[src/design/gat_dbg_cfg_pkg.sv]
package gat_dbg_cfg_pkg;

  // ********************
  // observed datapath geometry
  // ********************

  localparam int H_NUM_SPARSE_DATA = 12;  // sparse lanes per row.

  localparam int SPPE_LANES      = 16;
  localparam int SPPE_W          = 12;
  localparam int SPPE_PROBE_LANE = 2;    // lane taken by both probes.

  typedef logic [SPPE_W-1:0] sppe_lane_t;

  // ********************
  // probe points
  // ********************

  localparam int WH_ADDR_W = 14;
  localparam logic [WH_ADDR_W-1:0] WH_PROBE_A = 14'd10;
  localparam logic [WH_ADDR_W-1:0] WH_PROBE_B = 14'd20;

  localparam int FEAT_ADDR_W = 16;
  localparam logic [FEAT_ADDR_W-1:0] FEAT_HI_ADDR = 16'd43328;  // start of upper feature region.

  typedef logic [31:0] feat_word_t;

  // softmax event counter.
  localparam int SM_CNT_W = 48;

  localparam logic [31:0] BUILD_ID = 32'd17440405;

endpackage

[src/design/gat_dbg_word_pkg.sv]
package gat_dbg_word_pkg;

  typedef logic [31:0] dbg_word_t;
  typedef logic [2:0]  dbg_sel_t;

  // readout selector codes.
  localparam dbg_sel_t SEL_FLAGS  = 3'd0;
  localparam dbg_sel_t SEL_CNT_LO = 3'd1;
  localparam dbg_sel_t SEL_CNT_HI = 3'd2;
  localparam dbg_sel_t SEL_CAP_A  = 3'd3;
  localparam dbg_sel_t SEL_CAP_B  = 3'd4;
  localparam dbg_sel_t SEL_FEAT   = 3'd5;
  localparam dbg_sel_t SEL_ID     = 3'd6;
  localparam dbg_sel_t SEL_BUILD  = 3'd7;

  // ********************
  // flag bit order, msb first
  // ********************

  localparam int NUM_FLAGS = 9;

  localparam int FLAG_SPMM_VLD = 8;
  localparam int FLAG_SPMM_RDY = 7;
  localparam int FLAG_DMVM_VLD = 6;
  localparam int FLAG_DMVM_RDY = 5;
  localparam int FLAG_SM_VLD   = 4;
  localparam int FLAG_SM_RDY   = 3;
  localparam int FLAG_AGGR_VLD = 2;
  localparam int FLAG_AGGR_RDY = 1;
  localparam int FLAG_FEAT_ENA = 0;

  typedef logic [NUM_FLAGS-1:0] stage_flags_t;

endpackage

[src/design/stage_flag_recorder.sv]
`timescale 1ns/10ps

module stage_flag_recorder
  import gat_dbg_word_pkg::*;
(
  input  logic         clk,
  input  logic         rst_n,
  input  stage_flags_t strobe_i,
  output stage_flags_t flags_o
);

  stage_flags_t flags_q;
  stage_flags_t flags_d;

  // ********************
  // sticky set
  // ********************

  // a bit goes high on its strobe and only reset brings it down.
  always_comb begin
    flags_d = flags_q;
    for (int i = 0; i < NUM_FLAGS; i++) begin
      if (strobe_i[i]) begin
        flags_d[i] = 1'b1;
      end
    end
  end

  always_ff @(posedge clk or negedge rst_n) begin
    if (!rst_n) begin
      flags_q <= '0;
    end else begin
      flags_q <= flags_d;
    end
  end

  assign flags_o = flags_q;  // registered record of fired stages.

endmodule

[src/design/sm_event_counter.sv]
`timescale 1ns/10ps

module sm_event_counter
  import gat_dbg_cfg_pkg::*;
(
  input  logic                clk,
  input  logic                rst_n,
  input  logic                sm_vld_i,
  output logic [SM_CNT_W-1:0] count_o
);

  logic [SM_CNT_W-1:0] count_q;

  // wraps to zero past the top of the range.
  always_ff @(posedge clk or negedge rst_n) begin
    if (!rst_n) begin
      count_q <= '0;
    end else if (sm_vld_i) begin
      count_q <= count_q + 1'b1;
    end
  end

  assign count_o = count_q;

endmodule

[src/design/probe_capture.sv]
`timescale 1ns/10ps

module probe_capture #(
  parameter type payload_t = logic [31:0]
) (
  input  logic     clk,
  input  logic     rst_n,
  input  logic     trig_i,
  input  payload_t data_i,
  output payload_t data_o
);

  payload_t data_q;

  // ********************
  // capture register
  // ********************

  // each trigger overwrites, so the last match is kept.
  always_ff @(posedge clk or negedge rst_n) begin
    if (!rst_n) begin
      data_q <= '0;
    end else if (trig_i) begin
      data_q <= data_i;
    end
  end

  assign data_o = data_q;

endmodule

[src/design/debug_readout.sv]
`timescale 1ns/10ps

module debug_readout
  import gat_dbg_cfg_pkg::*;
  import gat_dbg_word_pkg::*;
(
  input  dbg_sel_t            sel_i,
  input  stage_flags_t        flags_i,
  input  logic [SM_CNT_W-1:0] count_i,
  input  sppe_lane_t          cap_a_i,
  input  sppe_lane_t          cap_b_i,
  input  feat_word_t          feat_i,
  output dbg_word_t           word_o,
  output dbg_word_t           flags_o
);

  dbg_word_t flags_ext;
  dbg_word_t cnt_lo;
  dbg_word_t cnt_hi;

  assign flags_ext = dbg_word_t'(flags_i);
  assign cnt_lo    = count_i[31:0];
  assign cnt_hi    = dbg_word_t'(count_i[SM_CNT_W-1:32]);  // upper 16 bits.

  // ********************
  // readout mux
  // ********************

  // purely combinational, a new selector shows in the same cycle.
  always_comb begin
    case (sel_i)
      SEL_FLAGS:  word_o = flags_ext;
      SEL_CNT_LO: word_o = cnt_lo;
      SEL_CNT_HI: word_o = cnt_hi;
      SEL_CAP_A:  word_o = dbg_word_t'(cap_a_i);
      SEL_CAP_B:  word_o = dbg_word_t'(cap_b_i);
      SEL_FEAT:   word_o = feat_i;
      SEL_ID:     word_o = dbg_word_t'(H_NUM_SPARSE_DATA);
      SEL_BUILD:  word_o = BUILD_ID;
      default:    word_o = '0;
    endcase
  end

  assign flags_o = flags_ext;  // live flags, independent of sel_i.

endmodule

[src/design/gat_debug_top.sv]
`timescale 1ns/10ps

module gat_debug_top
  import gat_dbg_cfg_pkg::*;
  import gat_dbg_word_pkg::*;
(
  input  logic                              clk,
  input  logic                              rst_n,

  input  logic                              spmm_vld_i,
  input  logic                              spmm_rdy_i,
  input  logic                              dmvm_vld_i,
  input  logic                              dmvm_rdy_i,
  input  logic                              sm_vld_i,
  input  logic                              sm_rdy_i,
  input  logic                              aggr_vld_i,
  input  logic                              aggr_rdy_i,

  input  sppe_lane_t [SPPE_LANES-1:0]       sppe_i,
  input  logic       [WH_ADDR_W-1:0]        wh_bram_addra_i,

  input  feat_word_t                        feat_bram_din_i,
  input  logic                              feat_bram_ena_i,
  input  logic       [FEAT_ADDR_W-1:0]      feat_bram_addra_i,

  input  dbg_sel_t                          dbg_sel_i,
  output dbg_word_t                         dbg_word_o,
  output dbg_word_t                         dbg_flags_o
);

  stage_flags_t        strobes;
  stage_flags_t        flags;
  logic [SM_CNT_W-1:0] sm_count;
  logic                trig_a;
  logic                trig_b;
  logic                trig_f;
  sppe_lane_t          probe_lane;
  sppe_lane_t          cap_a_q;
  sppe_lane_t          cap_b_q;
  feat_word_t          feat_q;

  // ********************
  // strobe packing and triggers
  // ********************

  always_comb begin
    strobes                = '0;
    strobes[FLAG_SPMM_VLD] = spmm_vld_i;
    strobes[FLAG_SPMM_RDY] = spmm_rdy_i;
    strobes[FLAG_DMVM_VLD] = dmvm_vld_i;
    strobes[FLAG_DMVM_RDY] = dmvm_rdy_i;
    strobes[FLAG_SM_VLD]   = sm_vld_i;
    strobes[FLAG_SM_RDY]   = sm_rdy_i;
    strobes[FLAG_AGGR_VLD] = aggr_vld_i;
    strobes[FLAG_AGGR_RDY] = aggr_rdy_i;
    strobes[FLAG_FEAT_ENA] = feat_bram_ena_i;
  end

  assign probe_lane = sppe_i[SPPE_PROBE_LANE];

  // probes only count while sparse multiply is ready.
  assign trig_a = spmm_rdy_i && (wh_bram_addra_i == WH_PROBE_A);
  assign trig_b = spmm_rdy_i && (wh_bram_addra_i == WH_PROBE_B);
  assign trig_f = feat_bram_ena_i && (feat_bram_addra_i >= FEAT_HI_ADDR);

  // ********************
  // recorders
  // ********************

  stage_flag_recorder u_flags (
    .clk      (clk),
    .rst_n    (rst_n),
    .strobe_i (strobes),
    .flags_o  (flags)
  );

  sm_event_counter u_sm_cnt (
    .clk      (clk),
    .rst_n    (rst_n),
    .sm_vld_i (sm_vld_i),
    .count_o  (sm_count)
  );

  probe_capture #(.payload_t(sppe_lane_t)) cap_a (
    .clk(clk), .rst_n(rst_n), .trig_i(trig_a), .data_i(probe_lane), .data_o(cap_a_q)
  );

  probe_capture #(.payload_t(sppe_lane_t)) cap_b (
    .clk(clk), .rst_n(rst_n), .trig_i(trig_b), .data_i(probe_lane), .data_o(cap_b_q)
  );

  probe_capture #(.payload_t(feat_word_t)) cap_feat (
    .clk(clk), .rst_n(rst_n), .trig_i(trig_f), .data_i(feat_bram_din_i), .data_o(feat_q)
  );

  debug_readout u_readout (
    .sel_i   (dbg_sel_i),
    .flags_i (flags),
    .count_i (sm_count),
    .cap_a_i (cap_a_q),
    .cap_b_i (cap_b_q),
    .feat_i  (feat_q),
    .word_o  (dbg_word_o),
    .flags_o (dbg_flags_o)
  );

endmodule

[config.mk]
export PLATFORM = sky130hd
export DESIGN_NAME = gat_debug_top
export DESIGN_NICKNAME = d
export VERILOG_FILES = /design/src/design/gat_dbg_cfg_pkg.sv /design/src/design/gat_dbg_word_pkg.sv /design/src/design/stage_flag_recorder.sv /design/src/design/sm_event_counter.sv /design/src/design/probe_capture.sv /design/src/design/debug_readout.sv /design/src/design/gat_debug_top.sv
export SDC_FILE = /design/constraint.sdc
export NUM_CORES = 1
export LEC_CHECK = 0
export ABC_AREA = 1
export BUFFER_PORTS_ARGS = -buffer_cell sky130_fd_sc_hd__buf_2
export CORE_UTILIZATION = 25
export DETAILED_ROUTE_END_ITERATION = 10
export GPL_TIMING_DRIVEN = 0
export SLEW_MARGIN = 40
export SYNTH_ARGS = -nofsm -noshare
export SYNTH_HDL_FRONTEND = slang
export SYNTH_SLANG_ARGS = --single-unit
[constraint.sdc]
create_clock -name clk -period 2.05 [get_ports clk]
set_clock_uncertainty 0.1 [all_clocks]
set_input_delay 0.41 -clock clk [delete_from_list [all_inputs] [get_ports clk]]
set_output_delay 0.41 -clock clk [all_outputs]
set_load 0.01 [all_outputs]
==> flow_metrics.tcl <==
set metrics [dict create \
    worstReg2RegStart "u_sm_cnt.count_o[1]" \
    grt_pass1_vias 5652 \
    path_clk_slew_ns 0.05 \
    ioPinCount 332 \
    synth-seq-area-share 0.450 \
    cp_max_fo 9 \
    crit_chain "buf_4 -> inv_1 -> nand3_2 -> buf_6 -> buf_4 -> o211ai_1 -> buf_2" \
    vdd_drop_max_mv 0.538 \
    cts_sinks 113 \
    drive_gt1_frac 0.251 \
    syn_to_final_growth_pct 31.2 \
    rows 57 \
    fin_crit_sh 0.992 \
    gp_congestion 0.847 \
    numCtsBuffers 17 \
    min_path_type "in2reg" \
    insertion_delay_ns 0.42 \
    antenna_left 0 \
    critical_path.startpoint_type "primary input" \
    grt_pass1_wl_um 29900 \
    cts_tree "done" \
    diodes 0 \
    synth_top_area_share 0.450 \
    hold_path_end "u_flags.flags_o[5]" \
    antenna_found_initial 0 \
    ys_top_cells_by_area "dfrtp_1 (45%), nand2_1 (15%), inv_1 (5.7%)" \
    root_buffer "clkbuf_16" \
    wire_per_inst_um 14.2 \
    grt_usage 0.152 \
    viasPerCell 4.36 \
    power_density_nw_per_um2 818 \
    setup_viol 0 \
    die_area_um2 25800 \
    fillers 2627 \
    r2r_end "u_sm_cnt.count_o[46]" \
    synthCells 826 \
    syn_avg_cell_area_um2 7.61 \
    p_leak_nw 4.07 \
    ys_warn_count 0 \
    cp.arrival_ns 1.52 \
    endpoint_kind "output pin" \
    synth_cell_types 43 \
    cpPeakStageDelay_ns 0.22 \
    cpMostUsedCell "buf_4" \
    drv_slew 0 \
    hold_start "dmvm_rdy_i" \
    final_hold_viol_count 0 \
    critical-path-top-delay-family "buffers and inverters" \
    die_height_um 161 \
    port_buffers 119 \
    synth-seq-cells 113 \
    fp.dieW_um 161 \
    h-tree-depth 4 \
    rsz0062_at_grt "true" \
    via_count 5787 \
    fmax_mhz 492 \
    initial_core_util 0.257 \
    r2r_slack_ns 0.29 \
    total_power_mw 6.74 \
    fin_crit_ns 2.03 \
    layout.nets 1261 \
    drt-initial-drc-count 288 \
    hpwl_um 14900 \
    drtPass1Iterations 4 \
    status "complete, no violations" \
    maxCapViolations 0 \
    reg2regPathDepth 9 \
    coreArea_um2 24500 \
    drc 0 \
    crit_type "in2out" \
    cp_slowest_cell "o211ai_1" \
    required_ns 1.54 \
    routed_wl_um 18800 \
    synthArstFlopShare 1.00 \
    ys.flop_type "dfrtp_1" \
    grt_max_degree 58 \
    syn_area_um2 6280 \
    critPathBufInv 5 \
    final_core_util 0.337 \
    yosysTopAreaCell "dfrtp_1" \
    synth_edf_count 0 \
    whs_path_depth 2 \
    clock_path_buffers 2 \
    globalRouteOverflowTotal 0 \
]
## registers in the layout, indices dropped and copies added (netlist names)
signal	flops
cap_b.data_o	12
cap_feat.data_o	32
u_sm_cnt.count_o	48
cap_a.data_o	12
u_flags.flags_o	9
## kinds of logic (layout without fill, tap and decap cells)
group	Yosys count	in the layout	synth area share
flip-flops	113	113	0.450
other	1	23	0.000597
buffers and inverters	145	301	0.105
XOR/XNOR	34	34	0.0498
AO/OA/AOI/OAI	73	73	0.0669
AND/OR/NAND/NOR	459	459	0.326
adder cells (fa/ha/maj)	1	1	0.00199
## synthesized netlist by cell type (2+ instances only)
cell       instances
nand3_1           56
xnor2_1            8
nor2_2             7
nand2_2            6
inv_2              2
nand3b_1           3
or2_2              7
nor2_1            80
nand3_2            2
nand2_1          248
and2_1             2
clkbuf_1           7
and2_4             2
o21ai_1           16
o2111ai_1          2
a22oi_1            2
o21ai_0           27
inv_1             96
o22ai_1            3
o211ai_1           3
nor2_4             5
xor2_1            24
xor2_2             2
nor3b_1            3
buf_4             23
buf_2             15
nand4_1           19
dfrtp_1          113
a22o_1             5
a21oi_1           12
nor3_1            14
## per-stage QoR
| step | hold WS (ns) | area, um^2 | setup TNS (ns) | setup slack [ns] | instances |
|---|---|---|---|---|---|
| global route | 0.0645 | 8250 | -0.109 | -0.0248 | 1328 |
| finish | 0.0743 | 8250 | 0 | 0.0166 | 1328 |
| detailed placement | 0.266 | 7400 | -5.28 | -0.349 | 1292 |
| global placement | 0.357 | 7370 | -115.44 | -0.986 | 1291 |
| CTS | 0.0594 | 8160 | -0.0556 | -0.0267 | 1326 |
| floorplan | 0.0144 | 6360 | 0 | 0.203 | 848 |
## metal layers
metal  vias up  routed length (um)  global-route usage
li1       2894                   -                   -
met1      2708                8670               0.196
met2       152                8970               0.248
met3        33                 691              0.0271
met4         0                 497              0.0654
met5         -                   0                   0
## final cells by class
type	count	area, um^2	share of cell area
plain buffers	46	315	0.0382
repair buffers	125	676	0.0819
inverters	99	387	0.0469
clock inverters	10	205	0.0249
well taps	324	405	0.0492
multi-input cells	590	2960	0.359
flip-flops and latches	113	2830	0.343
clock buffers	21	470	0.0571
## cells in the final DEF, fill, tap and decap left out, types with 6 or more instances in the layout
master     synthesis  routed
buf_2             15     125
nor2_4             5       6
clkbuf_16          0      17
clkbuf_1           7       7
nor3_1            14      12
a21oi_1           12       9
nand2_2            6       7
nand2_1          248     247
bufinv_16          0       6
inv_2              2       6
o21ai_0           27      26
o21ai_1           16      17
conb_1             1      23
xnor2_1            8       8
nor2_1            80      79
nor2_2             7       7
dfrtp_1          113     113
nand4_1           19      19
inv_1             96      89
xor2_1            24      24
or2_2              7       7
nand3_1           56      52
buf_4             23      30
## repair_timing
action	4_1_cts	5_1_grt
endpoints found under the hold margin	56	0
pin swaps	0	3
buffers inserted	2	2
gates resized for setup	18	27
hold buffers	1	0
endpoints found under the setup margin	32	29
## worst max path at each step
stage                     cells past startpoint                  end  slack, ns         start
after global routing                          8       dbg_word_o[13]      -0.02  dbg_sel_i[2]
after CTS                                     8        dbg_word_o[6]      -0.03  dbg_sel_i[2]
after floorplan                               7       dbg_word_o[17]       0.20  dbg_sel_i[1]
final                                         7       dbg_word_o[14]       0.02  dbg_sel_i[0]
after global placement                        1  cap_feat.data_o[25]      -0.99         rst_n
after detailed placement                      8        dbg_word_o[6]      -0.35  dbg_sel_i[2]
## power breakdown
group          internal [mW]  switching [mW]
sequential              2.41           0.162
combinational          0.310           0.461
clock                   2.36            1.03
Note: power is estimated with default switching activity, not from simulation.
